<file path="src/source/scan_pkg.sv">
package scan_pkg;

    // pixel widths
    localparam int game_rgb_w = 12;         // 4 bits per channel from the game
    localparam int vga_ch_w   = 5;          // one VGA colour channel

    // VGA horizontal timing in clk_vga cycles
    localparam logic [6:0] h_sync_len  = 7'd96;  // free-running sync pulse
    localparam logic [6:0] h_front_len = 7'd16;  // after sync, before border
    localparam logic [6:0] h_left_len  = 7'd64;  // blank left border
    localparam logic [6:0] h_back_len  = 7'd48;  // after the active pixels

    // horizontal line phases
    typedef enum logic [1:0] {
        h_sync  = 2'd0,
        h_front = 2'd1,
        h_line  = 2'd2,
        h_back  = 2'd3
    } h_state_t;

endpackage

</file>
<file path="src/source/line_buffer.sv">
module line_buffer import scan_pkg::*; #(
    parameter int  line_pixels = 256,
    localparam int aw          = $clog2(line_pixels)
) (
    input  logic                  clk_vga,
    input  logic                  wr_en,
    input  logic [aw-1:0]         wr_addr,
    input  logic [game_rgb_w-1:0] wr_data,
    input  logic [aw-1:0]         rd_addr,
    output logic [game_rgb_w-1:0] rd_data
);

    logic [game_rgb_w-1:0] mem [line_pixels];   // one game line

    // write port, game side
    always_ff @(posedge clk_vga) begin
        if (wr_en) begin
            mem[wr_addr] <= wr_data;
        end
    end

    // read port, one cycle latency
    always_ff @(posedge clk_vga) begin
        rd_data <= mem[rd_addr];
    end

endmodule

</file>
<file path="config.mk">
export PLATFORM = sky130hd
export DESIGN_NAME = line_buffer
export DESIGN_NICKNAME = d
export VERILOG_FILES = /design/src/source/scan_pkg.sv /design/src/source/line_buffer.sv
export SDC_FILE = /design/constraint.sdc
export NUM_CORES = 2
export LEC_CHECK = 0
export BUFFER_PORTS_ARGS = -buffer_cell sky130_fd_sc_hd__buf_2
export CAP_MARGIN = 30
export CORE_ASPECT_RATIO = 1.4
export CORE_MARGIN = 4
export CORE_UTILIZATION = 63
export CTS_CLUSTER_DIAMETER = 80
export DETAILED_ROUTE_END_ITERATION = 12
export PLACE_DENSITY = 0.79
export SYNTH_ARGS = -nofsm -noshare
export SYNTH_HDL_FRONTEND = slang
export SYNTH_SLANG_ARGS = --single-unit
export TNS_END_PERCENT = 5
</file>
<file path="constraint.sdc">
create_clock -name clk_vga -period 3.1 [get_ports clk_vga]
set_clock_uncertainty 0.1 [all_clocks]
set_input_delay 0.155 -clock clk_vga [delete_from_list [all_inputs] [get_ports clk_vga]]
set_output_delay 0.155 -clock clk_vga [all_outputs]
set_load 0.005 [all_outputs]
</file>
Word level (Yosys, flattened, before mapping)
Memories as Yosys holds them, arrays and structs flattened. A register that Yosys moved wholly into a read port is not among the register bits.
Cells that the tools add are included.
Storage, ports and cells
  bits in latches: 0
  RAM bits: 3072
  logic and storage cells: 3
  output and inout port bits: 12
  memories kept: 1
  memory bits (read-only): 0
  register bits after elaboration: 0
Memories
  mem: depth 256, width 12, read ports 1, clocked after Yosys merged registers in 1, wr ports 1, line line_buffer.sv:13  | logic [game_rgb_w-1:0] mem [line_pixels];
Cells by class
  reduce and logical (&&, ||, !) cells: 0
  equality and inequality tests: 0
  mux-type cells: 2
  $mul: 0
  add/sub/neg operators: 0
  bitwise logic cells: 0
  divide/modulo/power cells: 0
  magnitude comparators: 0
  shift-type cells: 0
Operators with widths (count)
  2-to-1 mux 1 bit: 2

Logic depth before layout (Yosys ltp)
  depth in word-level cells: 2
  mapped depth: 11
  gate-level depth less buffers: 6

Worst setup path after synthesis
OpenSTA, ideal clock, no wires.
  path type: input -> register
  start point: input wr_addr[3]
  end point: memory mem[235][0] (enable)
  path buffers: 3
  cell stages on the path: 6
  path slack: 0.854 ns
  arrival time: 1.766 ns
  path through: clkbuf_1 nor2b_1 clkbuf_1 nand4_1 clkbuf_1 nor2_1
RTL lines
  start: declaration: line line_buffer.sv:7  | input logic [aw-1:0] wr_addr,
  end: declaration: line line_buffer.sv:13
Straight into the memory's write port.

==> flow_summary.ini <==
[yosys]
synth_xor_area_share_pct = 0
syn_avg_cell_area_um2 = 21.5
synth_compound_area_share_pct = 3.75
yosys.area_share.simple_pct = 2.17
synth_area_leader_cell = edfxtp_1
synth_mux_area_share_pct = 14.3
ys_seq_elements = 3084
synth_warnings = 0
synthFlopType = edfxtp_1
synth_top_area_share_pct = 77.8
ys_types = 61
postSynth.asyncResetShare_pct = 0
yosys-top-cells-area = edfxtp_1 78%, mux4_2 12%, mux2i_1 1.9%
synthCells = 5506
syn-num-nets = 5536
ys_seq_area_share_pct = 78.0
synth_top_family_by_area = multiplexers
synth_enable_flop_cells = 3072
synth_fa_ha_area_share_pct = 0
syn_area_um2 = 119000

[global_route]
grt_pass1_vias = 63852
antenna_found_initial = 21
grt_max_degree = 123
grt_pass1_wl_mm = 457
grt_remaining_overflow = 0
grt_usage_pct = 32.7

[clocking]
cts_setup_buffers = 0
clk_latency_ns = 0.86
htreeDepth = 5
clk_path_buf_depth = 4
clock-sinks = 3084
cts_tree = built
cts.repair.resized = 0
cts_buffers = 274
root_buffer = clkbuf_16
clk_pin_slew_ns = 0.07

[floorplan]
fp.dieArea_um2 = 195000
die_height_um = 521
core_um2 = 187000
initial_core_util_pct = 63.4
num_rows = 188
ios = 42
die_w_um = 375

[setup_path]
rr_worst_depth = 7
cp_data_required_time_ns = 3.68
r2r_setup_slack_ns = 0.23
cp_max_fo = 1
end_kind = flip-flop
timing.rr.end = rd_data[7]
reg2reg_from = mem[170][7]
critPathKind = reg -> reg
cp_data_arrival_time_ns = 3.45
start_kind = flip-flop
startpoint = mem[170][7]

[timing]
finalWorstSetupSlack_ns = 0.225
final_max_slew_viol_count = 0
finalCriticalPeriod_ns = 2.87
max_freq_mhz = 348
setup_viol = 0
setup_tns_ns = 0
worst_pin_slew_ns = 1.13
hold_viol = 0
slew_headroom_pct = 23.8
rsz0062_at_grt = no
finalCritPeriodShare_pct = 92.7

[route]
antenna_left = 0
drt_first_iter_violations = 9986
routed_wl_mm = 317
vias = 62876
via_per_inst = 7.13
drtPass1Iterations = 7
drc = 0
wl_per_cell_um = 36.0

[worst_hold_path]
min_from = wr_addr[2]
hold_depth = 4
hold_end = mem[174][3]
hp-class = in -> reg

[power_and_ir_drop]
finalPower_w = 0.0843
p_leak_nw = 42.9
p_per_area_nw_per_um2 = 627
peakVddDrop_uv = 479

[placement]
place.port_buffers = 41
place_congestion = 0.921
post-place-ws_ns = -0.315
dp_hpwl_mm = 191

[final_layout]
syn_to_final_growth_pct = 13.3
nets = 6156
drive_gt1_share_pct = 27.3

[job]
drv_cap = 0

[outcome]
status = finished, final reports clean
[layout by cell type, fill, tap and decap left out, types with 53 or more instances in the layout]
cell type and instances:
clkbuf_16 285, nor2_1 300, clkinv_1 53, buf_4 547
o22ai_1 88, mux4_2 636, buf_12 73, a21oi_1 121
edfxtp_1 3072, mux2i_1 223, a22oi_1 215, o221ai_1 53
[critical path, cell delays in order (launching register included)]
cell and delay [ns]:
edfxtp_1 0.42, mux4_2 0.50, o22a_1 0.25, o211ai_1 0.12
a311oi_1 0.12, buf_4 0.18, nor3_1 0.91, nor4_2 0.11
[power breakdown]
| part | leakage [nW] | switching [W] | internal, W | total (W) |
|---|---|---|---|---|
| clock network | 4.26 | 0.0148 | 0.0189 | 0.0337 |
| registers | 27.7 | 0.000109 | 0.0459 | 0.0460 |
| logic | 10.9 | 0.00295 | 0.00164 | 0.00459 |
[cell type report]
class                   instances  area, um2
flip-flops and latches       3084      92500
multi-input cells            2081      24000
clock inverters               140       1320
fillers                     10063      52800
clock buffers                 340       7380
repair buffers                682       6100
diodes                         13       32.5
inverters                       3       11.3
well taps                    2470       3090
[per-stage QoR]
| step | std cells | util [%] | area [um2] | hold WS (ns) |
|---|---|---|---|---|
| 2_1_floorplan | 5506 | - | 119000 | 0.154 |
| 3_3_place_gp | 8296 | 67.0 | 125000 | 0.547 |
| 3_5_place_dp | 8297 | 67.0 | 126000 | 0.552 |
| 4_1_cts | 8798 | 71.8 | 134000 | 0.0261 |
| 5_1_grt | 8802 | 71.8 | 134000 | 0.0658 |
| 6_report | 8813 | 71.8 | 134000 | 0.0928 |
[metal layers]
metal	GRT usage, %	part of all wire, %	wire length, um
met5	0	0.047	149
met4	20.3	7.7	24500
met3	7.40	12	38300
met2	51.9	49	154000
met1	41.6	32	100000
[cells in the mapped netlist (5+ instances only)]
cell      count
o32ai_1      11
a31oi_1      16
a22o_1       19
buf_4        33
nand2_1      45
buf_8        14
a21oi_1     121
mux2_2       28
buf_12       16
buf_1        15
o31ai_1       5
and3b_1       7
buf_6        35
nor3_1       33
or2_2         6
mux4_2      636
mux2i_1     223
edfxtp_1   3072
a311oi_1      5
a22oi_1     215
nand3_1      32
nand4_1      13
a211oi_1     20
a221oi_1     19
mux2_1        7
nor4_1       34
buf_2        72
nor2_1      302
o22ai_1      88
o21ai_0      34
clkbuf_1    153
dfxtp_1      12
and3_1        6
o221ai_1     53
nand2b_1      9
nor2b_1      37
[timing repair]
item	4_1_cts	5_1_grt
setup endpoints to repair	0	0
endpoints found under the hold margin	858	0
hold buffers	21	0
[logic make-up after synthesis]
logic type      Yosys count
compound gates          637
flops                  3084
mux                     894
buf+inv                 341
simple gates            550
[worst max path at each step]
| stage | endpoint | cells after the start |
|---|---|---|
| floorplan | mem[235][0] | 6 |
| global placement | rd_data[6] | 8 |
| detailed placement | rd_data[9] | 8 |
| CTS | rd_data[1] | 7 |
| global route | rd_data[8] | 8 |
| finish | rd_data[7] | 7 |
[sequential cells by signal (all words and copies together) (netlist names)]
signal   flops
rd_data     12
mem       3072
(Power assumes the default switching activity.)
