[config.mk]
export PLATFORM = sky130hd
export DESIGN_NAME = vga_timing
export DESIGN_NICKNAME = d
export VERILOG_FILES = /design/src/source/scan_pkg.sv /design/src/source/vga_timing.sv
export SDC_FILE = /design/constraint.sdc
export NUM_CORES = 1
export LEC_CHECK = 0
export BUFFER_PORTS_ARGS = -buffer_cell sky130_fd_sc_hd__buf_2
export CAP_MARGIN = 30
export CORE_ASPECT_RATIO = 1.2
export CORE_MARGIN = 2
export CORE_UTILIZATION = 60
export DETAILED_ROUTE_END_ITERATION = 12
export PLACE_DENSITY = 0.81
export SLEW_MARGIN = 10
export SYNTH_ARGS = -nofsm -noshare
export SYNTH_HDL_FRONTEND = slang
export SYNTH_SLANG_ARGS = --single-unit
export TNS_END_PERCENT = 5
[constraint.sdc]
create_clock -name clk_vga -period 3.51 [get_ports clk_vga]
set_input_delay 1.053 -clock clk_vga [delete_from_list [all_inputs] [get_ports clk_vga]]
set_output_delay 1.053 -clock clk_vga [all_outputs]
set_load 0.02 [all_outputs]
[src/source/scan_pkg.sv]
package scan_pkg;

    // pixel widths
    localparam int game_rgb_w = 12;         // 4 bits per channel from the game
    localparam int vga_ch_w   = 5;          // one VGA colour channel

    // VGA horizontal timing in clk_vga cycles
    localparam logic [6:0] h_sync_len  = 7'd96;  // free-running sync pulse
    localparam logic [6:0] h_front_len = 7'd16;  // after sync, before border
    localparam logic [6:0] h_left_len  = 7'd64;  // blank left border
    localparam logic [6:0] h_back_len  = 7'd48;  // after the active pixels

    // horizontal line phases
    typedef enum logic [1:0] {
        h_sync  = 2'd0,
        h_front = 2'd1,
        h_line  = 2'd2,
        h_back  = 2'd3
    } h_state_t;

endpackage

[src/source/vga_timing.sv]
module vga_timing import scan_pkg::*; #(
    parameter int  line_pixels = 256,
    localparam int aw          = $clog2(line_pixels)
) (
    input  logic          clk_vga,
    input  logic          rst,
    input  logic          lvbl,
    input  logic          lhbl_rise,
    input  logic          wr_sel,
    output logic [aw-1:0] rd_addr,
    output logic          rd_sel,
    output logic          scanline,
    output logic          de_early,
    output logic          hsync_early,
    output logic          vga_vsync
);

    h_state_t   state;
    logic [6:0] cnt;        // shared phase counter
    logic       lock_line;  // sync end waits for the game line start
    logic       active;     // left border done
    logic       half;       // second copy of the current pixel
    logic       lvbl_l;
    logic       vsync_req;  // lvbl fell, vsync starts at the next sync
    logic       vsync_cnt;  // second vsync line pending
    logic       sync_done;
    logic       last_pxl;

    assign sync_done   = lock_line ? lhbl_rise : (cnt == 7'd0);
    assign last_pxl    = half && (rd_addr == aw'(line_pixels - 1));
    assign de_early    = (state == h_line) && active;
    assign hsync_early = (state != h_sync);

    always_ff @(posedge clk_vga) begin
        if (rst) begin
            lvbl_l    <= 1'b1;
            vsync_req <= 1'b0;
        end else begin
            lvbl_l    <= lvbl;
            vsync_req <= vga_vsync && (vsync_req || (lvbl_l && !lvbl));
        end
    end

    always_ff @(posedge clk_vga) begin
        if (rst) begin
            state     <= h_sync;
            cnt       <= h_sync_len - 7'd1;
            lock_line <= 1'b0;
            active    <= 1'b0;
            half      <= 1'b0;
            rd_addr   <= '0;
            rd_sel    <= 1'b0;
            scanline  <= 1'b0;
            vga_vsync <= 1'b1;
            vsync_cnt <= 1'b1;
        end else begin
            case (state)
                h_sync: begin
                    cnt <= cnt - 7'd1;  // ignored on lock lines
                    if (sync_done) begin
                        state     <= h_front;
                        cnt       <= h_front_len - 7'd1;
                        lock_line <= ~lock_line;
                        scanline  <= ~scanline;     // high on the repeat line
                        if (lock_line) begin
                            rd_sel <= ~wr_sel;      // the line just completed
                        end
                    end
                end
                h_front: begin
                    cnt <= cnt - 7'd1;
                    if (cnt == 7'd0) begin
                        state   <= h_line;
                        cnt     <= h_left_len - 7'd1;
                        active  <= 1'b0;
                        half    <= 1'b0;
                        rd_addr <= '0;
                    end
                end
                h_line: begin
                    if (!active) begin
                        cnt <= cnt - 7'd1;  // left border
                        if (cnt == 7'd0) begin
                            active <= 1'b1;
                        end
                    end else if (last_pxl) begin
                        state  <= h_back;
                        cnt    <= h_back_len - 7'd1;
                        active <= 1'b0;
                    end else begin
                        half <= ~half;
                        if (half) begin
                            rd_addr <= rd_addr + 1'b1;
                        end
                    end
                end
                h_back: begin
                    cnt <= cnt - 7'd1;
                    if (cnt == 7'd0) begin
                        state <= h_sync;
                        cnt   <= h_sync_len - 7'd1;
                        if (vsync_req) begin
                            vga_vsync <= 1'b0;      // first of the two vsync lines
                            vsync_cnt <= 1'b0;
                        end else begin
                            vga_vsync <= vsync_cnt; // second line low, then back up
                            vsync_cnt <= 1'b1;
                        end
                    end
                end
                default: state <= h_sync;
            endcase
        end
    end

endmodule

Yosys cells after proc, flatten, opt, wreduce, memory -nomap -nowiden
Index checks and enable logic that the tools add are counted. Widths: inputs -> output; s select.

Register bits: 26. Output and inout bits: 13. Logic and storage cells: 75.

Add/sub/neg operators: 2. Mux-type cells: 28. Reduce and logical (&&, ||, !) cells: 17. Eq/ne operators: 12. Bitwise logic cells: 4.

Operators with widths (number): $mux 7 (5); $mux 8 (4); $pmux 7 s4 (1); $pmux 8 s2 (1); $ne 2x2->1 const B (7); $mux 2 (5); $reduce_and 5->1 (2); $mux 1 (9); $add 8x1->8 const B (1); $eq 8x8->1 const B (1); $pmux 2 s4 (1); $logic_not 7->1 (1); $sub 7x1->7 const B (1); $reduce_and 2->1 (3); $eq 2x2->1 const B (2); $logic_and 1x1->1 (4); $not 1->1 (4); $pmux 1 s2 (2); $reduce_and 4->1 (1); $reduce_bool 2->1 (2); $ne 3x3->1 const B (1); $reduce_and 3->1 (1); $eq 2x1->1 const B (1); $logic_not 2->1 (1); 2 further kinds (2).

Logic depth before layout (Yosys ltp)
Gate-level depths: netlist of run 1.

Depth in word-level cells: 5. Gate-level depth with buffers: 8.

Worst setup path before layout of run 1
Ideal clock, no wire load.

Path kind: reg2out. Start: register state[0]. End: output port de_early. Path slack: 1.275 ns. Data required time: 2.457 ns. Arrival: 1.182 ns. Path buffers: 1. Stages on the path, launching flop included: 6. Cells stage by stage: dfxtp_1 > inv_1 > ha_1 > clkbuf_1 > nand2_1 > inv_1.

Longest elaborated chain between the ends: 2.

RTL lines: from (decl) (RTL line vga_timing.sv:18) `h_state_t state;`; from (signal assigned) (RTL line vga_timing.sv:46) `state <= h_sync;`; from (signal assigned) (RTL line vga_timing.sv:61) `state <= h_front;`; from (signal assigned) (RTL line vga_timing.sv:73) `state <= h_line;`; $eq 2x2->1 (RTL line vga_timing.sv:31) `assign de_early = (state == h_line) && active;`; $logic_and 1x1->1 (RTL line vga_timing.sv:31); to (decl) (RTL line vga_timing.sv:13) `output logic de_early,`.

No other way between the ends.

Final worst setup path of run 1
Same ends and word-level chain as after synthesis.

==> impl_metrics.env, run 1 <==
export IMPL_yosysSeqAreaShare_pct=31.5
export IMPL_yosysTopAreaCell="dfxtp_1"
export IMPL_vias_per_cell=6.72
export IMPL_clock_latency_ns=0.33
export IMPL_cts_resized=0
export IMPL_power_total_mw=0.552
export IMPL_cp_end_kind="output pin"
export IMPL_register_area_sq_um=520
export IMPL_start_util_pct=64.1
export IMPL_hold_depth=2
export IMPL_fmax_mhz=363
export IMPL_synth_cell_type_count=54
export IMPL_power_density_nw_per_um2=311
export IMPL_die_height_microns=61.5
export IMPL_port_buffers=17
export IMPL_hold_class="reg -> reg"
export IMPL_finalCritPeriodShare_pct=78.5
export IMPL_vias=1660
export IMPL_ys_async_sr_fraction_pct=0
export IMPL_cts_htree_levels=1
export IMPL_status="finished clean"
export IMPL_cp_start_kind="flip-flop"
export IMPL_period_needed_ns=2.76
export IMPL_yosys_area_top_type_share_pct=31.5
export IMPL_fin_worst_skew_ns=0.00222
export IMPL_setup_viol=0
export IMPL_rows=20
export IMPL_synth_area_top_cells="dfxtp_1 (31%), ha_1 (6.1%), a21oi_1 (3.6%), inv_1 (3.4%), nand2_1 (3.4%)"
export IMPL_syn_nets=217
export IMPL_dp_hpwl_microns=2800
export IMPL_grt_overflow=0
export IMPL_numCtsBuffers=3
export IMPL_path_max_fanout=13
export IMPL_maxSlewHeadroom_pct=51.1
export IMPL_max_slew_worst_pin_slew_ns=0.732
export IMPL_nets=228
export IMPL_root_buffer="clkbuf_4"
export IMPL_cts_setup_buffers=0
export IMPL_diodes=0
export IMPL_largest_register="rd_addr"
export IMPL_areaGrowthSynthToFinish_pct=7.19
export IMPL_drtAntennaViolNets=0
export IMPL_multi_input_area_sq_um=1030
export IMPL_drive_gt1_share_pct=11.7
export IMPL_gp_congestion=0.900
export IMPL_dr_first_iter_drc_count=92
export IMPL_drv_slew=0
export IMPL_syn_instance_count=204
export IMPL_hold_viol_final=0
export IMPL_cts_buffer_depth=2
export IMPL_drt_pass1_iter_count=4
export IMPL_holdBufCountCts=0
export IMPL_synthesis_area_sq_um=1650
export IMPL_cellLeakagePower_nw=0.706
export IMPL_startpoint="state[0]"
export IMPL_ioPinCount=18
export IMPL_worst_ep_required_time_ns=2.46
export IMPL_grt_max_degree=16
export IMPL_cts_tree="built"
export IMPL_drc=0
export IMPL_wirelength_microns=3780
export IMPL_clkSlewWorstSetupHoldPaths_ns=0.14
export IMPL_synth_ff_type="dfxtp_1"
export IMPL_yosys_top_cells_count="dfxtp_1 (26), inv_1 (15), nand2_1 (15)"
export IMPL_coreArea_sq_um=2580
export IMPL_tns_ns=0
export IMPL_peakVddDrop_mv=0.195
export IMPL_max_cap_violations=0
export IMPL_r2r_start="state[0]"
export IMPL_synth_most_common_cell="dfxtp_1"
export IMPL_grt_first_pass_wirelength_microns=6160
export IMPL_reg_top3="rd_addr (8), cnt (7), state (2)"
export IMPL_die_w_microns=51.9
export IMPL_avgRoutedWirePerCell_microns=15.3
export IMPL_dieArea_sq_um=3190
export IMPL_grt_pass1_vias=1407
export IMPL_synth_edff_count=0
export IMPL_critPathKind="reg -> out"
export IMPL_nFillCells=229
export IMPL_largest_reg_flops=8
export IMPL_rsz0062_at_grt="no"
export IMPL_reg2reg_slack_ns=1.29
export IMPL_yosys_warnings=0
export IMPL_syn_mean_instance_area_sq_um=8.10
export IMPL_antenna_found_initial=0
export IMPL_crit_arrival_ns=1.70
export IMPL_ys_seq_elements=26
export IMPL_r2r_cells=6
export IMPL_track_usage_pct=25.2
export IMPL_clock_sinks=26
export IMPL_hp_start="scanline"
power by group:
| part | internal [mW] | switching (mW) | leakage (nW) |
|---|---|---|---|
| logic | 0.0312 | 0.0414 | 0.474 |
| registers | 0.308 | 0.0169 | 0.211 |
| clock network | 0.0635 | 0.0907 | 0.0210 |
| total | 0.402 | 0.149 | 0.706 |
cell usage in the layout, fill, tap and decap left out, drive strengths merged, types with 2 or more instances in the layout:
cell     instances
buf             17
a31oi            3
a21boi           2
a211oi           3
nand2           15
o311ai           5
or3              3
o311a            5
dfxtp           26
o41ai            2
o31ai            3
nor4             3
nand4            5
a21oi           12
nand2b           6
nor2            10
nor3b            2
nor2b            2
nand3            5
or4              5
inv             15
nor3            10
o211ai           3
or2              2
o21ai           12
a2bb2oi          2
clkbuf           4
o31a             3
ha               8
mux2i            3
a221o            2
layout make-up:
class                   instances  share of cell area, %
clock buffers                   4                   2.05
inverters                      15                   3.18
multi-input cells             152                   58.3
flip-flops and latches         26                   29.4
well taps                      33                   2.33
repair buffers                 17                   4.80
critical path, cell delays in order (launching register included):
cell,delay (ns)
dfxtp_1,0.37
inv_1,0.11
ha_1,0.41
nand2_1,0.19
inv_1,0.13
buf_2,0.17
metal layers:
layer | vias to the layer above | part of all wire, % | wire length, microns | global-route usage [%]
li1 | 802 | - | - | -
met1 | 764 | 44 | 1650 | 33.3
met2 | 78 | 47 | 1790 | 41.6
met3 | 16 | 6.5 | 245 | 3.40
met4 | 0 | 2.5 | 96 | 10.5
met5 | - | 0 | 0 | 0
worst paths after layout:
path,endpoint
worst max-delay path,de_early
worst min-delay path,scanline
worst max register to register,cnt[3]
worst min register to register,scanline
through the flow:
stage | cell area, sq um | cells | utilization, % | hold slack, ns | worst slack, ns
floorplan | 1650 | 204 | - | 0.455 | 1.28
global placement | 1740 | 243 | 67.3 | 0.466 | 1.21
detailed placement | 1740 | 243 | 67.3 | 0.482 | 1.14
CTS | 1770 | 247 | 68.7 | 0.504 | 0.761
global route | 1770 | 247 | 68.7 | 0.520 | 0.650
finish | 1770 | 247 | 68.7 | 0.504 | 0.755
cells by family after synthesis:
group | count (synthesis) | synth area share (%)
xor+xnor | 1 | 0.530
buf+inv | 26 | 6.06
mux | 3 | 1.82
simple gates | 73 | 24.4
flops | 26 | 31.5
compound gates | 67 | 29.7
fa+ha+maj | 8 | 6.06
(Power assumes the default switching activity.)
==> run 2, diff against run 1 <==
--- a/config.mk
+++ b/config.mk
@@ -9,9 +9,9 @@
 export CAP_MARGIN = 30
 export CORE_ASPECT_RATIO = 1.2
 export CORE_MARGIN = 2
-export CORE_UTILIZATION = 60
+export CORE_UTILIZATION = 58
 export DETAILED_ROUTE_END_ITERATION = 12
-export PLACE_DENSITY = 0.81
+export PLACE_DENSITY = 0.79
 export SLEW_MARGIN = 10
 export SYNTH_ARGS = -nofsm -noshare
 export SYNTH_HDL_FRONTEND = slang
==> constraint.sdc (replaced) <==
create_clock -name clk_vga -period 2.76 [get_ports clk_vga]
set_input_delay 0.828 -clock clk_vga [delete_from_list [all_inputs] [get_ports clk_vga]]
set_output_delay 0.828 -clock clk_vga [all_outputs]
set_load 0.02 [all_outputs]
==> run 2 against run 1 <==
Against the previous run:
- clock-buffer cell count unchanged
- critical path type unchanged
- utilization decreased by 3.9 points
- non-clock buffer count is 2 higher
- flip-flop and latch count is the same
- final cell count increased by 1.2%
- critical path depth is the same
- critical endpoint unchanged
- register-to-register slack lost 0.75 ns
==> impl_metrics.env, run 2 (same netlist as run 1, synthesis figures left out) <==
export IMPL_drtAntennaViolNets=0
export IMPL_most_common_layout_cells="dfxtp_1 (26), buf_2 (17), inv_1 (15), nand2_1 (15), a21oi_1 (12)"
export IMPL_diodes=0
export IMPL_p_int_mw=0.512
export IMPL_ioPinCount=18
export IMPL_peakVddDrop_mv=0.218
export IMPL_largest_reg_flops=8
export IMPL_fin_util_pct=64.8
export IMPL_slowest_stage="ha_1"
export IMPL_vias_per_cell=6.62
export IMPL_die_w_microns=52.7
export IMPL_routed_top_layer="met4"
export IMPL_max_cap_violations=0
export IMPL_clkSlewWorstSetupHoldPaths_ns=0.15
export IMPL_path_cells="inv_1 -> ha_1 -> nand2_1 -> inv_1 -> buf_2"
export IMPL_nets=230
export IMPL_cts_buffer_depth=2
export IMPL_die_height_microns=62.5
export IMPL_cts_htree_levels=1
export IMPL_areaGrowthSynthToFinish_pct=8.18
export IMPL_crit_path_max_incr_delay_ns=0.39
export IMPL_numCtsBuffers=3
export IMPL_hold_viol_final=0
export IMPL_fin_worst_skew_ns=0.00927
export IMPL_maxSlewHeadroom_pct=48.2
export IMPL_hp_start="rd_addr[6]"
export IMPL_start_util_pct=59.9
export IMPL_path_max_fanout=13
export IMPL_track_usage_pct=27.7
export IMPL_wl_met3_microns=205
export IMPL_finalCritPeriodShare_pct=92.1
export IMPL_period_needed_ns=2.54
export IMPL_wirelength_microns=4050
export IMPL_met2WireLength_microns=2050
export IMPL_power_density_nw_per_um2=395
export IMPL_setup_viol=0
export IMPL_rows=21
export IMPL_p_switching_mw=0.193
export IMPL_dp_cells=246
export IMPL_max_slew_worst_pin_slew_ns=0.776
export IMPL_port_buffers=17
export IMPL_tns_ns=0
export IMPL_cp_common_cell="inv_1"
export IMPL_instances_no_fill=250
export IMPL_startpoint="state[0]"
export IMPL_root_buffer="clkbuf_4"
export IMPL_worst_ep_required_time_ns=1.93
export IMPL_reg_top3="rd_addr (8), cnt (7), state (2)"
export IMPL_grt_pass1_vias=1591
export IMPL_drv_slew=0
export IMPL_coreArea_sq_um=2760
export IMPL_grt_first_pass_wirelength_microns=7150
export IMPL_power_total_mw=0.705
export IMPL_cellLeakagePower_nw=0.715
export IMPL_dr_first_iter_drc_count=52
export IMPL_final_common_cell="dfxtp_1"
export IMPL_drc=0
export IMPL_drive_gt1_share_pct=12.5
export IMPL_crit_arrival_ns=1.71
export IMPL_fmax_mhz=394
export IMPL_hold_class="reg -> reg"
export IMPL_p_clk_share_pct=28.0
export IMPL_grt_overflow=0
export IMPL_r2r_start="state[0]"
export IMPL_cts_setup_buffers=0
export IMPL_wl_met1_microns=1720
export IMPL_cts_tree="built"
export IMPL_antenna_found_initial=0
export IMPL_critPathKind="reg -> out"
export IMPL_seqPwrFrac_pct=58.3
export IMPL_gp_congestion=0.918
export IMPL_avgRoutedWirePerCell_microns=16.2
export IMPL_cp_end_kind="output pin"
export IMPL_pwr_share_comb_pct=13.6
export IMPL_vias=1655
export IMPL_swShare_pct=27.4
export IMPL_holdBufCountCts=0
export IMPL_largest_register="rd_addr"
export IMPL_clock_sinks=26
export IMPL_clock_latency_ns=0.33
export IMPL_cts_resized=0
export IMPL_nFillCells=250
export IMPL_status="finished clean"
export IMPL_dieArea_sq_um=3290
export IMPL_cp_start_kind="flip-flop"
export IMPL_rsz0062_at_grt="no"
export IMPL_dp_hpwl_microns=3010
export IMPL_grt_max_degree=16
export IMPL_drt_pass1_iter_count=4
-- run 2: path summary, 6_finish.rpt --
path              depth (start not counted)    endpoint  slack [ns]
setup / recovery                          5    de_early        0.22
hold / removal                            2  rd_addr[6]        0.50
setup reg to reg                          7      cnt[2]        0.54
hold reg to reg                           2  rd_addr[6]        0.50
-- run 2: layout make-up --
class | count | area [sq um] | share of cell area, %
multi-input combinational | 152 | 1030 | 57.7
inverter | 15 | 56.3 | 3.15
timing repair buffer | 19 | 100 | 5.60
clock buffer | 4 | 36.3 | 2.03
tap | 34 | 42.5 | 2.38
sequential | 26 | 520 | 29.1
-- run 2: power by group through the flow --
stage / sequential (mW) / clock [mW] / combinational [mW]
floorplan: 0.413 / 0 / 0.0738
global placement: 0.418 / 0 / 0.0891
detailed placement: 0.419 / 0 / 0.0939
CTS: 0.411 / 0.201 / 0.0947
global route: 0.415 / 0.218 / 0.108
finish: 0.412 / 0.198 / 0.0962
-- run 2: metal layers --
metal | vias to the layer above | GRT usage [%]
met5 | - | 0
met1 | 785 | 34.7
met3 | 9 | 3.11
li1 | 806 | -
met4 | 0 | 10.6
met2 | 55 | 47.0
-- run 2: metrics by stage --
step                setup slack, ns  hold slack [ns]  cell area [sq um]
floorplan                     0.750            0.455               1650
global placement              0.688            0.466               1750
detailed placement            0.616            0.486               1750
CTS                           0.241            0.505               1790
global route                 0.0722            0.521               1790
finish                        0.219            0.497               1790
-- run 2: worst max-delay path, delay by kind of cell, from the launching register on --
family	cells	cell delay [ns]
buf+inv	3	0.43
fa+ha+maj	1	0.39
simple gates	1	0.18
flops	1	0.38
