## config.mk

```make
export PLATFORM = sky130hd
export DESIGN_NAME = line_writer
export DESIGN_NICKNAME = d
export VERILOG_FILES = /design/src/source/scan_pkg.sv /design/src/source/line_writer.sv
export SDC_FILE = /design/constraint.sdc
export NUM_CORES = 1
export LEC_CHECK = 0
export BUFFER_PORTS_ARGS = -buffer_cell sky130_fd_sc_hd__clkbuf_2
export CAP_MARGIN = 0
export CORE_AREA = 2 2 39 41
export DETAILED_ROUTE_END_ITERATION = 10
export DIE_AREA = 0 0 41 43
export GPL_ROUTABILITY_DRIVEN = 0
export PLACE_DENSITY_LB_ADDON = 0.25
export SYNTH_ARGS = -nofsm -noshare
export SYNTH_HDL_FRONTEND = slang
export SYNTH_SLANG_ARGS = --single-unit
```

## constraint.sdc

```tcl
create_clock -name clk_vga -period 2.35 [get_ports clk_vga]
set_input_delay 0.235 -clock clk_vga [delete_from_list [all_inputs] [get_ports clk_vga]]
set_output_delay 0.235 -clock clk_vga [all_outputs]
set_load 0.1 [all_outputs]
```

## src/source/scan_pkg.sv

```systemverilog
package scan_pkg;

    // pixel widths
    localparam int game_rgb_w = 12;         // 4 bits per channel from the game
    localparam int vga_ch_w   = 5;          // one VGA colour channel

    // VGA horizontal timing in clk_vga cycles
    localparam logic [6:0] h_sync_len  = 7'd96;  // free-running sync pulse
    localparam logic [6:0] h_front_len = 7'd16;  // after sync, before border
    localparam logic [6:0] h_left_len  = 7'd64;  // blank left border
    localparam logic [6:0] h_back_len  = 7'd48;  // after the active pixels

    // horizontal line phases
    typedef enum logic [1:0] {
        h_sync  = 2'd0,
        h_front = 2'd1,
        h_line  = 2'd2,
        h_back  = 2'd3
    } h_state_t;

endpackage

```

## src/source/line_writer.sv

```systemverilog
module line_writer import scan_pkg::*; #(
    parameter int  line_pixels = 256,
    localparam int aw          = $clog2(line_pixels)
) (
    input  logic                  clk_vga,
    input  logic                  rst,
    input  logic                  cen_pxl,
    input  logic                  lhbl,
    input  logic [3:0]            red,
    input  logic [3:0]            green,
    input  logic [3:0]            blue,
    output logic [aw-1:0]         wr_addr,
    output logic [game_rgb_w-1:0] wr_data,
    output logic [1:0]            wr_en,
    output logic                  wr_sel,
    output logic                  lhbl_rise
);

    logic lhbl_l;   // lhbl one cycle ago
    logic wr_go;    // a pixel is written this cycle

    assign wr_data   = {red, green, blue};
    assign lhbl_rise = lhbl && !lhbl_l;

    // only during the active line, so blanking leaves address 0 alone
    assign wr_go = cen_pxl && lhbl;

    assign wr_en[0] = wr_go && !wr_sel;
    assign wr_en[1] = wr_go && wr_sel;

    always_ff @(posedge clk_vga) begin
        if (rst) begin
            lhbl_l  <= 1'b0;
            wr_sel  <= 1'b0;
            wr_addr <= '0;
        end else begin
            lhbl_l <= lhbl;
            if (!lhbl) begin
                wr_addr <= '0;
                if (lhbl_l) begin
                    wr_sel <= ~wr_sel;  // next line goes to the other buffer
                end
            end else if (cen_pxl) begin
                wr_addr <= wr_addr + 1'b1;
            end
        end
    end

endmodule

```

# After elaboration in Yosys (flattened, before gate mapping)
# Cells that the tools add are included.
dict set report totals {
  reg_bits 10
  inputBits 16
  out_inout_bits 24
  wordCells 14
}
dict set report classes {
  add_sub_neg 1
  bitwise_logic 2
  reduce_logical 8
}
# cell n
set op_table {}
lappend op_table {{$add 8x1->8 const B} 1}
lappend op_table {{$logic_and 1x1->1} 4}
lappend op_table {{$logic_not 1->1} 2}
lappend op_table {{$not 1->1} 2}
lappend op_table {{$reduce_and 2->1} 1}
lappend op_table {{$reduce_or 2->1} 1}

# Depth between registers and ports, before layout
# Gate-level depths: netlist of run 1.
dict set report logic_depth {
  depth_word 2
  depth_mapped 4
}

# Worst setup path before layout of run 1
# OpenSTA, ideal clock, no wires.
dict set report synth_path {
  path_kind {register to output}
  startpoint {register wr_sel}
  endpoint {output port wr_en[0]}
  t_arrival_ps 2077
  t_required_ps 2115
  path_slack_ps 38
  stages_incl_launch_ff 2
  n_path_buf 0
  path_cell_list {dfxtp_1 nor2_1}
}
dict set report synth_via {
  elab_chain_cells 2
}
# item line_no
set synth_lines {}
lappend synth_lines {{start: declaration} line_writer.sv:15} ;# output logic wr_sel,
lappend synth_lines {{start signal: assignment} line_writer.sv:41} ;# wr_sel <= ~wr_sel;
lappend synth_lines {{$logic_not 1->1} line_writer.sv:28} ;# assign wr_en[0] = wr_go && !wr_sel;
lappend synth_lines {{$logic_and 1x1->1} line_writer.sv:28}
lappend synth_lines {{end: declaration} line_writer.sv:14} ;# output logic [1:0] wr_en,
# Every way passes these cells.

# Final worst setup path of run 1
dict set report layout_path {
  startpoint {register wr_sel}
  endpoint {output port wr_en[1]}
}
dict set report layout_via {
  elab_chain_cells 1
}
# item line_no
set layout_lines {}
lappend layout_lines {{$logic_and 1x1->1} line_writer.sv:29} ;# assign wr_en[1] = wr_go && wr_sel;
# Every way passes these cells.

==> flow_metrics.py, run 1 <==
metrics = {
    "status": {
        "status": "finished, final reports clean",
    },
    "timing": {
        "finalCritPeriodShare": 0.645,
        "slew_viol_final": 0,
        "finalSetupTns_ns": 0,
        "relSlewSlack": 0.639,
        "final_hold_viol_count": 0,
        "period_needed_ns": 1.51,
        "setup_violations": 0,
        "fmax_mhz": 660,
        "fin_worst_skew_ns": 0.00730,
        "tightest_slew_ns": 0.544,
        "timing.hold.ws_ns": 0.135,
        "rsz0062_at_grt": "no",
    },
    "synth": {
        "ys_seq_elements": 10,
        "synth_area_leaders": "dfxtp_1, buf_4, nor2_1",
        "ys_types": 19,
        "ys.warnings.count": 0,
        "synth_top_cell_by_area": "dfxtp_1",
        "syn_nets": 77,
        "avgSynthCellArea_um2": 8.63,
        "synth_ff_type": "dfxtp_1",
        "syn_inst": 60,
        "synth_top_area_share": 0.386,
        "yosysMostFrequentCell": "buf_4",
        "synthTopCellsByCount": "buf_4, dfxtp_1, nor2_1",
        "synth_edf_count": 0,
        "synth_area_um2": 518,
        "ys_seq_area_frac": 0.386,
        "async_reset_ff_frac": 0,
    },
    "critical_path": {
        "slowest_stage": "clkbuf_2",
        "critical_path_class": "reg -> out",
        "path_max_fanout": 4,
        "path_cells": "and3_1, clkbuf_2",
        "slowest_delay_ns": 0.45,
        "crit_family": "buffers and inverters",
        "r2r-start": "wr_addr[0]",
        "critPathBufInv": 1,
        "r2r_slack_ns": 1.10,
        "cp-start-kind": "flop",
        "endpoint_kind": "output pin",
        "cp.arrival_ns": 1.28,
        "cp.required_ns": 2.12,
        "startpoint": "wr_sel",
    },
    "finish": {
        "insertedDiodeCount": 0,
        "regArea_um2": 200,
        "n_fill_cell": 138,
        "multi_input_area_um2": 213,
        "nets": 83,
        "drive_gt1_frac": 0.308,
        "fin_util": 0.396,
        "syn_to_final_growth_pct": 5.80,
    },
    "floorplanning": {
        "row_count": 14,
        "dieArea_um2": 1760,
        "die_h_um": 43,
        "fp.dieW_um": 41,
        "coreArea_um2": 1380,
        "ios": 40,
        "start_util": 0.374,
    },
    "clock_tree": {
        "clk_latency_ns": 0.26,
        "holdBufCountCts": 0,
        "cts_resized": 0,
        "cts_buffer_depth": 2,
        "clk_pin_slew_ns": 0.07,
        "root_buffer": "clkbuf_4",
        "cts_num_sinks": 10,
        "htreeDepth": 1,
        "cts_buffers": 3,
        "cts_tree": "built",
        "cts_setup_buffers": 0,
    },
    "power_and_ir_drop": {
        "p_int_uw": 277,
        "p_clk_frac": 0.398,
        "ir_worst_vdd_mv": 0.269,
        "power.total_uw": 384,
        "p_per_area_nw_per_um2": 701,
        "switching_share": 0.279,
        "combPwrFrac": 0.144,
        "netSwitchingPower_uw": 107,
        "leakagePower_uw": 0.000254,
        "p_seq_frac": 0.458,
    },
    "global_route": {
        "grt_usage": 0.129,
        "grt_max_degree": 10,
        "grt_pass1_vias": 367,
        "grt_pass1_wl_um": 1520,
        "antenna_found_initial": 0,
        "overflow": 0,
    },
    "detailed_routing": {
        "via_per_inst": 4.72,
        "vias": 382,
        "route.detailed.drc": 0,
        "dr.pass1.iters": 4,
        "routed_wirelength_um": 905,
        "ant_nets": 0,
        "avgRoutedWirePerCell_um": 11.2,
        "drt_iter0_drc": 7,
    },
    "flow_run": {
        "cap_violations": 0,
    },
    "placed_design": {
        "port_buffers": 15,
    },
    "hold_path": {
        "hold_path.class": "in -> reg",
        "min_from": "rst",
    },
}
[layout by cell type (no fill, tap or decap), drive strengths merged, types with 3 or more instances in the layout]
cell    instances
o21ai           3
xor2            3
nand2           3
clkbuf         19
or3             3
nand4           3
a21oi           3
dfxtp          10
nor2            7
[routing by layer]
| layer | routed length, µm | vias up | share of wire | track usage |
|---|---|---|---|---|
| met4 | 14 | 0 | 0.015 | 0.0933 |
| met3 | 86 | 4 | 0.095 | 0.0471 |
| met5 | 0 | - | 0 | 0 |
| li1 | - | 196 | - | - |
| met2 | 409 | 10 | 0.45 | 0.169 |
| met1 | 394 | 172 | 0.44 | 0.167 |
[worst reg2reg max path, stage by stage, from the launching register on]
cell	delay, ns
dfxtp_1	0.42
ha_1	0.23
nand3_1	0.10
or3_1	0.31
a21oi_1	0.13
[cells by family (layout without fill, tap and decap cells)]
family	Yosys count	in the layout	share of synthesized area
mux	1	1	0.0193
simple gates	22	22	0.225
xor+xnor	5	5	0.0846
fa+ha+maj	1	1	0.0242
compound gates	6	6	0.0580
buf+inv	15	20	0.203
flops	10	10	0.386
[flip-flops by register name (all words and copies together), names as in the netlist]
| signal | count |
|---|---|
| lhbl_l | 1 |
| wr_sel | 1 |
| wr_addr | 8 |
[power by group through the flow]
stage / clock [µW] / sequential [µW] / combinational, µW
2_1_floorplan: 0 / 195 / 128
3_3_place_gp: 0 / 180 / 55.4
3_5_place_dp: 0 / 180 / 55.8
4_1_cts: 160 / 176 / 55.9
5_1_grt: 168 / 176 / 58.2
6_report: 153 / 176 / 55.5
[cell type report]
cell class | count | share of cell area
inverters | 1 | 0.00685
clock buffers | 4 | 0.0662
flip-flops and latches | 10 | 0.365
multi-input cells | 35 | 0.388
well taps | 16 | 0.0365
repair buffers | 15 | 0.137
[stage by stage]
stage,worst slack (ns),std cells,cell area [µm²]
after CTS,0.822,81,548
after global placement,1.08,77,512
after detailed placement,1.06,77,512
after global routing,0.792,81,548
after floorplan,0.0384,60,518
final,0.835,81,548
[final timing paths]
kind,to,depth (start not counted)
worst max-delay path,wr_en[1],2
worst min-delay path,wr_sel,2
worst max register to register,wr_addr[6],4
worst min register to register,wr_addr[7],2
Power figures use the tool's default switching activity.
==> run 2: changes to the inputs <==
CORE_AREA = unset   (was 2 2 39 41)
CORE_MARGIN = 2   (was unset)
CORE_UTILIZATION = 37   (was unset)
DIE_AREA = unset   (was 0 0 41 43)
clock period = 1.45 ns   (was 2.35 ns; I/O delays follow)
==> run 2 against run 1 <==
Net effect:
- critical path depth fell by 1
- clock power up 21%
- core utilization increased by 3.4 points
- sequential power rose by 61%
- non-clock buffer count did not move
- register-to-register slack worse by 0.81 ns
- total power grew 46%
- final area grew 2.1%
- via count shrank 3.1%
==> flow_metrics.py, run 2 (synthesized netlist as in run 1, its figures left out) <==
metrics = {
    "timing": {
        "fmax_mhz": 791,
        "rsz0062_at_grt": "no",
        "final_hold_viol_count": 0,
        "tightest_slew_ns": 0.543,
        "setup_violations": 0,
        "period_needed_ns": 1.26,
        "finalCritPeriodShare": 0.872,
        "relSlewSlack": 0.639,
        "slew_viol_final": 0,
        "finalSetupTns_ns": 0,
        "timing.hold.ws_ns": 0.0452,
        "fin_worst_skew_ns": 0.00488,
    },
    "critical_path": {
        "cp.required_ns": 1.31,
        "slowest_stage": "clkbuf_2",
        "slowest_delay_ns": 0.47,
        "cp.arrival_ns": 1.12,
        "endpoint_kind": "output pin",
        "crit_family": "buffers and inverters",
        "path_cells": "clkbuf_2",
        "critPathBufInv": 1,
        "path_max_fanout": 5,
        "critical_path_class": "reg -> out",
        "cp-start-kind": "flop",
    },
    "detailed_routing": {
        "ant_nets": 0,
        "dr.pass1.iters": 2,
        "drt_iter0_drc": 2,
        "avgRoutedWirePerCell_um": 11.1,
        "via_per_inst": 4.68,
        "routed_wirelength_um": 880,
        "vias": 370,
        "route.detailed.drc": 0,
    },
    "status": {
        "status": "finished, final reports clean",
    },
    "global_route": {
        "grt_pass1_vias": 293,
        "grt_pass1_wl_um": 1320,
        "overflow": 0,
        "grt_max_degree": 10,
        "antenna_found_initial": 0,
        "grt_usage": 0.108,
    },
    "clock_tree": {
        "htreeDepth": 1,
        "cts_buffers": 3,
        "cts_buffer_depth": 2,
        "clk_latency_ns": 0.26,
        "cts_tree": "built",
        "cts_resized": 0,
        "root_buffer": "clkbuf_4",
        "cts_setup_buffers": 0,
        "clk_pin_slew_ns": 0.06,
        "holdBufCountCts": 0,
        "cts_num_sinks": 10,
    },
    "finish": {
        "syn_to_final_growth_pct": 7.97,
        "regArea_um2": 215,
        "insertedDiodeCount": 0,
        "multi_input_area_um2": 219,
        "largest-register": "wr_addr",
        "n_fill_cell": 148,
        "drive_gt1_frac": 0.469,
        "largest_reg_flops": 8,
        "mostFrequentLayoutCells": "clkbuf_2, nor2_1, dfxtp_2",
        "top_regs": "wr_addr x8, lhbl_l x1, wr_sel x1",
        "layout_commonest_cell": "clkbuf_2",
        "nets": 83,
    },
    "floorplanning": {
        "coreArea_um2": 1300,
        "start_util": 0.398,
        "die_h_um": 41.4,
        "fp.dieW_um": 41.4,
        "dieArea_um2": 1720,
        "row_count": 13,
        "ios": 40,
    },
    "power_and_ir_drop": {
        "leakagePower_uw": 0.000253,
        "p_per_area_nw_per_um2": 1000,
        "ir_worst_vdd_mv": 0.536,
    },
    "placed_design": {
        "dpl.hpwl_um": 681,
        "port_buffers": 15,
    },
    "hold_path": {
        "hold_path.class": "in -> reg",
    },
    "flow_run": {
        "cap_violations": 0,
    },
}
## run 2: path summary, 6_finish.rpt
check                   from  cells after the start  slack (ns)          to
setup / recovery  wr_addr[2]                      1        0.19  wr_addr[2]
hold / removal           rst                      2        0.05      wr_sel
setup reg to reg  wr_addr[0]                      4        0.29  wr_addr[6]
hold reg to reg   wr_addr[7]                      2        0.49  wr_addr[7]
## run 2: final cells by class
cell class,count,area share
timing repair buffer,15,0.143
clock buffer,3,0.0403
sequential,10,0.385
multi-input combinational,35,0.391
tap,15,0.0336
inverter,1,0.00671
## run 2: routing by layer
layer / GRT usage / wire length, µm / up-vias
li1: - / - / 195
met1: 0.131 / 398 / 157
met2: 0.128 / 375 / 15
met3: 0.0522 / 81 / 3
met4: 0.116 / 25 / 0
met5: 0 / 0 / -
## run 2: through the flow
stage,area (µm²),cells,setup WS [ns],utilization,total power (µW)
2_1_floorplan,539,60,-0.0616,-,524
3_3_place_gp,537,76,0.328,0.413,383
3_5_place_dp,537,76,0.299,0.413,383
4_1_cts,559,79,0.170,0.430,574
5_1_grt,559,79,0.123,0.430,593
6_report,559,79,0.186,0.430,561
## run 2: power breakdown
group | switching (µW) | internal, µW | total (µW)
combinational | 73.8 | 18.9 | 92.8
sequential | 5.32 | 278 | 283
clock | 89.3 | 95.7 | 185
total | 168 | 392 | 561
==> run 3: changes to the inputs <==
CORE_UTILIZATION = 33   (was 37)
clock period = 1.05 ns   (was 1.45 ns; I/O delays follow)
==> run 3 against run 2 <==
Net effect:
- the flow now finishes with violations (setup timing)
- total power is 50% higher
- core utilization up 20 points
- final area rose by 67%
- combinational power is 110% higher
- setup slack got worse by 0.22 ns
- critical path depth rose by 1
- non-clock buffer count is 15 higher
- first-iteration DRC count rose to 6.5 times the previous value
- worst hold slack gained 0.16 ns
- largest cell class is now buffers
- count of clock-buffer cells in the layout unchanged
- sequential share of layout area shrank 14 points
- largest power group unchanged
==> flow_metrics.py, run 3 (synthesized netlist as in run 1, its figures left out) <==
metrics = {
    "detailed_routing": {
        "routed_wirelength_um": 1170,
        "drt_iter0_drc": 13,
        "avgRoutedWirePerCell_um": 12.2,
        "dr.pass1.iters": 4,
        "via_per_inst": 4.80,
        "ant_nets": 0,
        "route.detailed.drc": 0,
        "vias": 461,
    },
    "flow_run": {
        "cap_violations": 0,
    },
    "critical_path": {
        "rr_worst_depth": 4,
        "cp-start-kind": "flop",
        "crit_family": "flip-flops",
        "path_max_fanout": 4,
        "slowest_delay_ns": 0.37,
        "path_cells": "and3_4, buf_12",
        "cp.required_ns": 0.94,
        "critical_path_class": "reg -> out",
        "cp.arrival_ns": 0.98,
        "r2r-start": "wr_addr[0]",
        "endpoint_kind": "output pin",
        "slowest_stage": "dfxtp_4",
        "r2r_slack_ns": -0.04,
        "rr_endpoint": "wr_addr[6]",
        "critPathBufInv": 1,
    },
    "finish": {
        "layout_commonest_cell": "buf_12",
        "mostFrequentLayoutCells": "buf_12, buf_4, dfxtp_4, nor2_1",
        "largest_reg_flops": 8,
        "n_fill_cell": 113,
        "syn_to_final_growth_pct": 80.7,
        "fin_util": 0.629,
        "top_regs": "wr_addr x8, lhbl_l x1, wr_sel x1",
        "final_cell_area_um2": 936,
        "insertedDiodeCount": 0,
        "nets": 98,
        "largest-register": "wr_addr",
        "drive_gt1_frac": 0.638,
    },
    "hold_path": {
        "holdPathStages": 0,
        "hold-path-endpoint": "wr_data[0]",
        "min_from": "blue[0]",
        "hold_path.class": "in -> out",
    },
    "global_route": {
        "grt_pass1_wl_um": 1930,
        "overflow": 0,
        "grt_pass1_vias": 474,
        "antenna_found_initial": 0,
        "grt_usage": 0.140,
        "grt_max_degree": 10,
    },
    "status": {
        "violations": "setup timing",
        "status": "finished with violations",
    },
    "timing": {
        "period_needed_ns": 1.09,
        "relSlewSlack": 0.863,
        "slew_viol_final": 0,
        "rsz0062_at_grt": "yes",
        "fmax_mhz": 920,
        "fin_worst_skew_ns": 0.00413,
        "finalCritPeriodShare": 1.03,
        "finalSetupTns_ns": -0.101,
        "setup_ws_ns": -0.0366,
        "tightest_slew_ns": 0.206,
        "setup_violations": 3,
        "timing.hold.ws_ns": 0.210,
        "final_hold_viol_count": 0,
    },
    "floorplanning": {
        "coreArea_um2": 1490,
        "die_h_um": 43.6,
        "start_util": 0.348,
        "fp.dieW_um": 43.6,
        "dieArea_um2": 1900,
        "row_count": 14,
        "ios": 40,
    },
    "clock_tree": {
        "clk_latency_ns": 0.26,
        "cts_buffers": 3,
        "clk_pin_slew_ns": 0.06,
        "cts_num_sinks": 10,
        "cts_tree": "built",
        "htreeDepth": 1,
        "root_buffer": "clkbuf_4",
        "cts_buffer_depth": 2,
    },
    "power_and_ir_drop": {
        "leakagePower_uw": 0.000370,
        "p_per_area_nw_per_um2": 896,
        "ir_worst_vdd_mv": 0.571,
    },
    "placed_design": {
        "dpl.hpwl_um": 852,
        "port_buffers": 15,
        "dp_worst_setup_slack_ns": -0.0410,
        "post_dp_cell_area_um2": 813,
    },
}
run 3: changes by cell type in the layout (fill, tap and decap cells not counted), sizes merged:
cell / change
dlygate4sd3: +1
clkinv: +1
clkbuf: -10
buf: +24
run 3: worst max path at each step:
stage | start | end | slack [ns] | cells after the start
floorplan | wr_addr[0] | wr_addr[6] | -0.25 | 4
global placement | wr_addr[2] | wr_addr[7] | -0.01 | 3
detailed placement | wr_addr[1] | wr_addr[6] | -0.04 | 4
CTS | wr_sel | wr_en[1] | -0.05 | 2
global route | wr_addr[0] | wr_addr[6] | -0.10 | 4
finish | wr_sel | wr_en[1] | -0.04 | 2
run 3: layout make-up:
| class | count | area (µm²) | share of cell area |
|---|---|---|---|
| inverters | 1 | 3.75 | 0.00401 |
| clock buffers | 3 | 22.5 | 0.0241 |
| flip-flops and latches | 10 | 231 | 0.247 |
| multi-input cells | 35 | 273 | 0.291 |
| clock inverters | 1 | 3.75 | 0.00401 |
| repair buffers | 30 | 382 | 0.408 |
| well taps | 16 | 20.0 | 0.0214 |
run 3: what timing repair did:
item,4_1_cts,5_1_grt
setup endpoints to repair,6,14
hold buffers,1,0
pin swaps,9,4
gates resized for setup,3,6
hold endpoints to repair,1,0
setup buffers,3,4
run 3: routing by layer:
layer,share of wire,track usage
met1,0.35,0.144
met2,0.57,0.238
met3,0.062,0.0333
met4,0.014,0.109
met5,0,0
run 3: where the power goes:
| part | internal, µW | switching [µW] |
|---|---|---|
| Combinational | 76.6 | 116 |
| Sequential | 370 | 10.4 |
| Clock | 137 | 129 |
run 3: metrics by stage:
stage	std cells	power (µW)
after global routing	96	883
final	96	839
after detailed placement	84	569
after global placement	84	567
after CTS	92	854
after floorplan	60	718
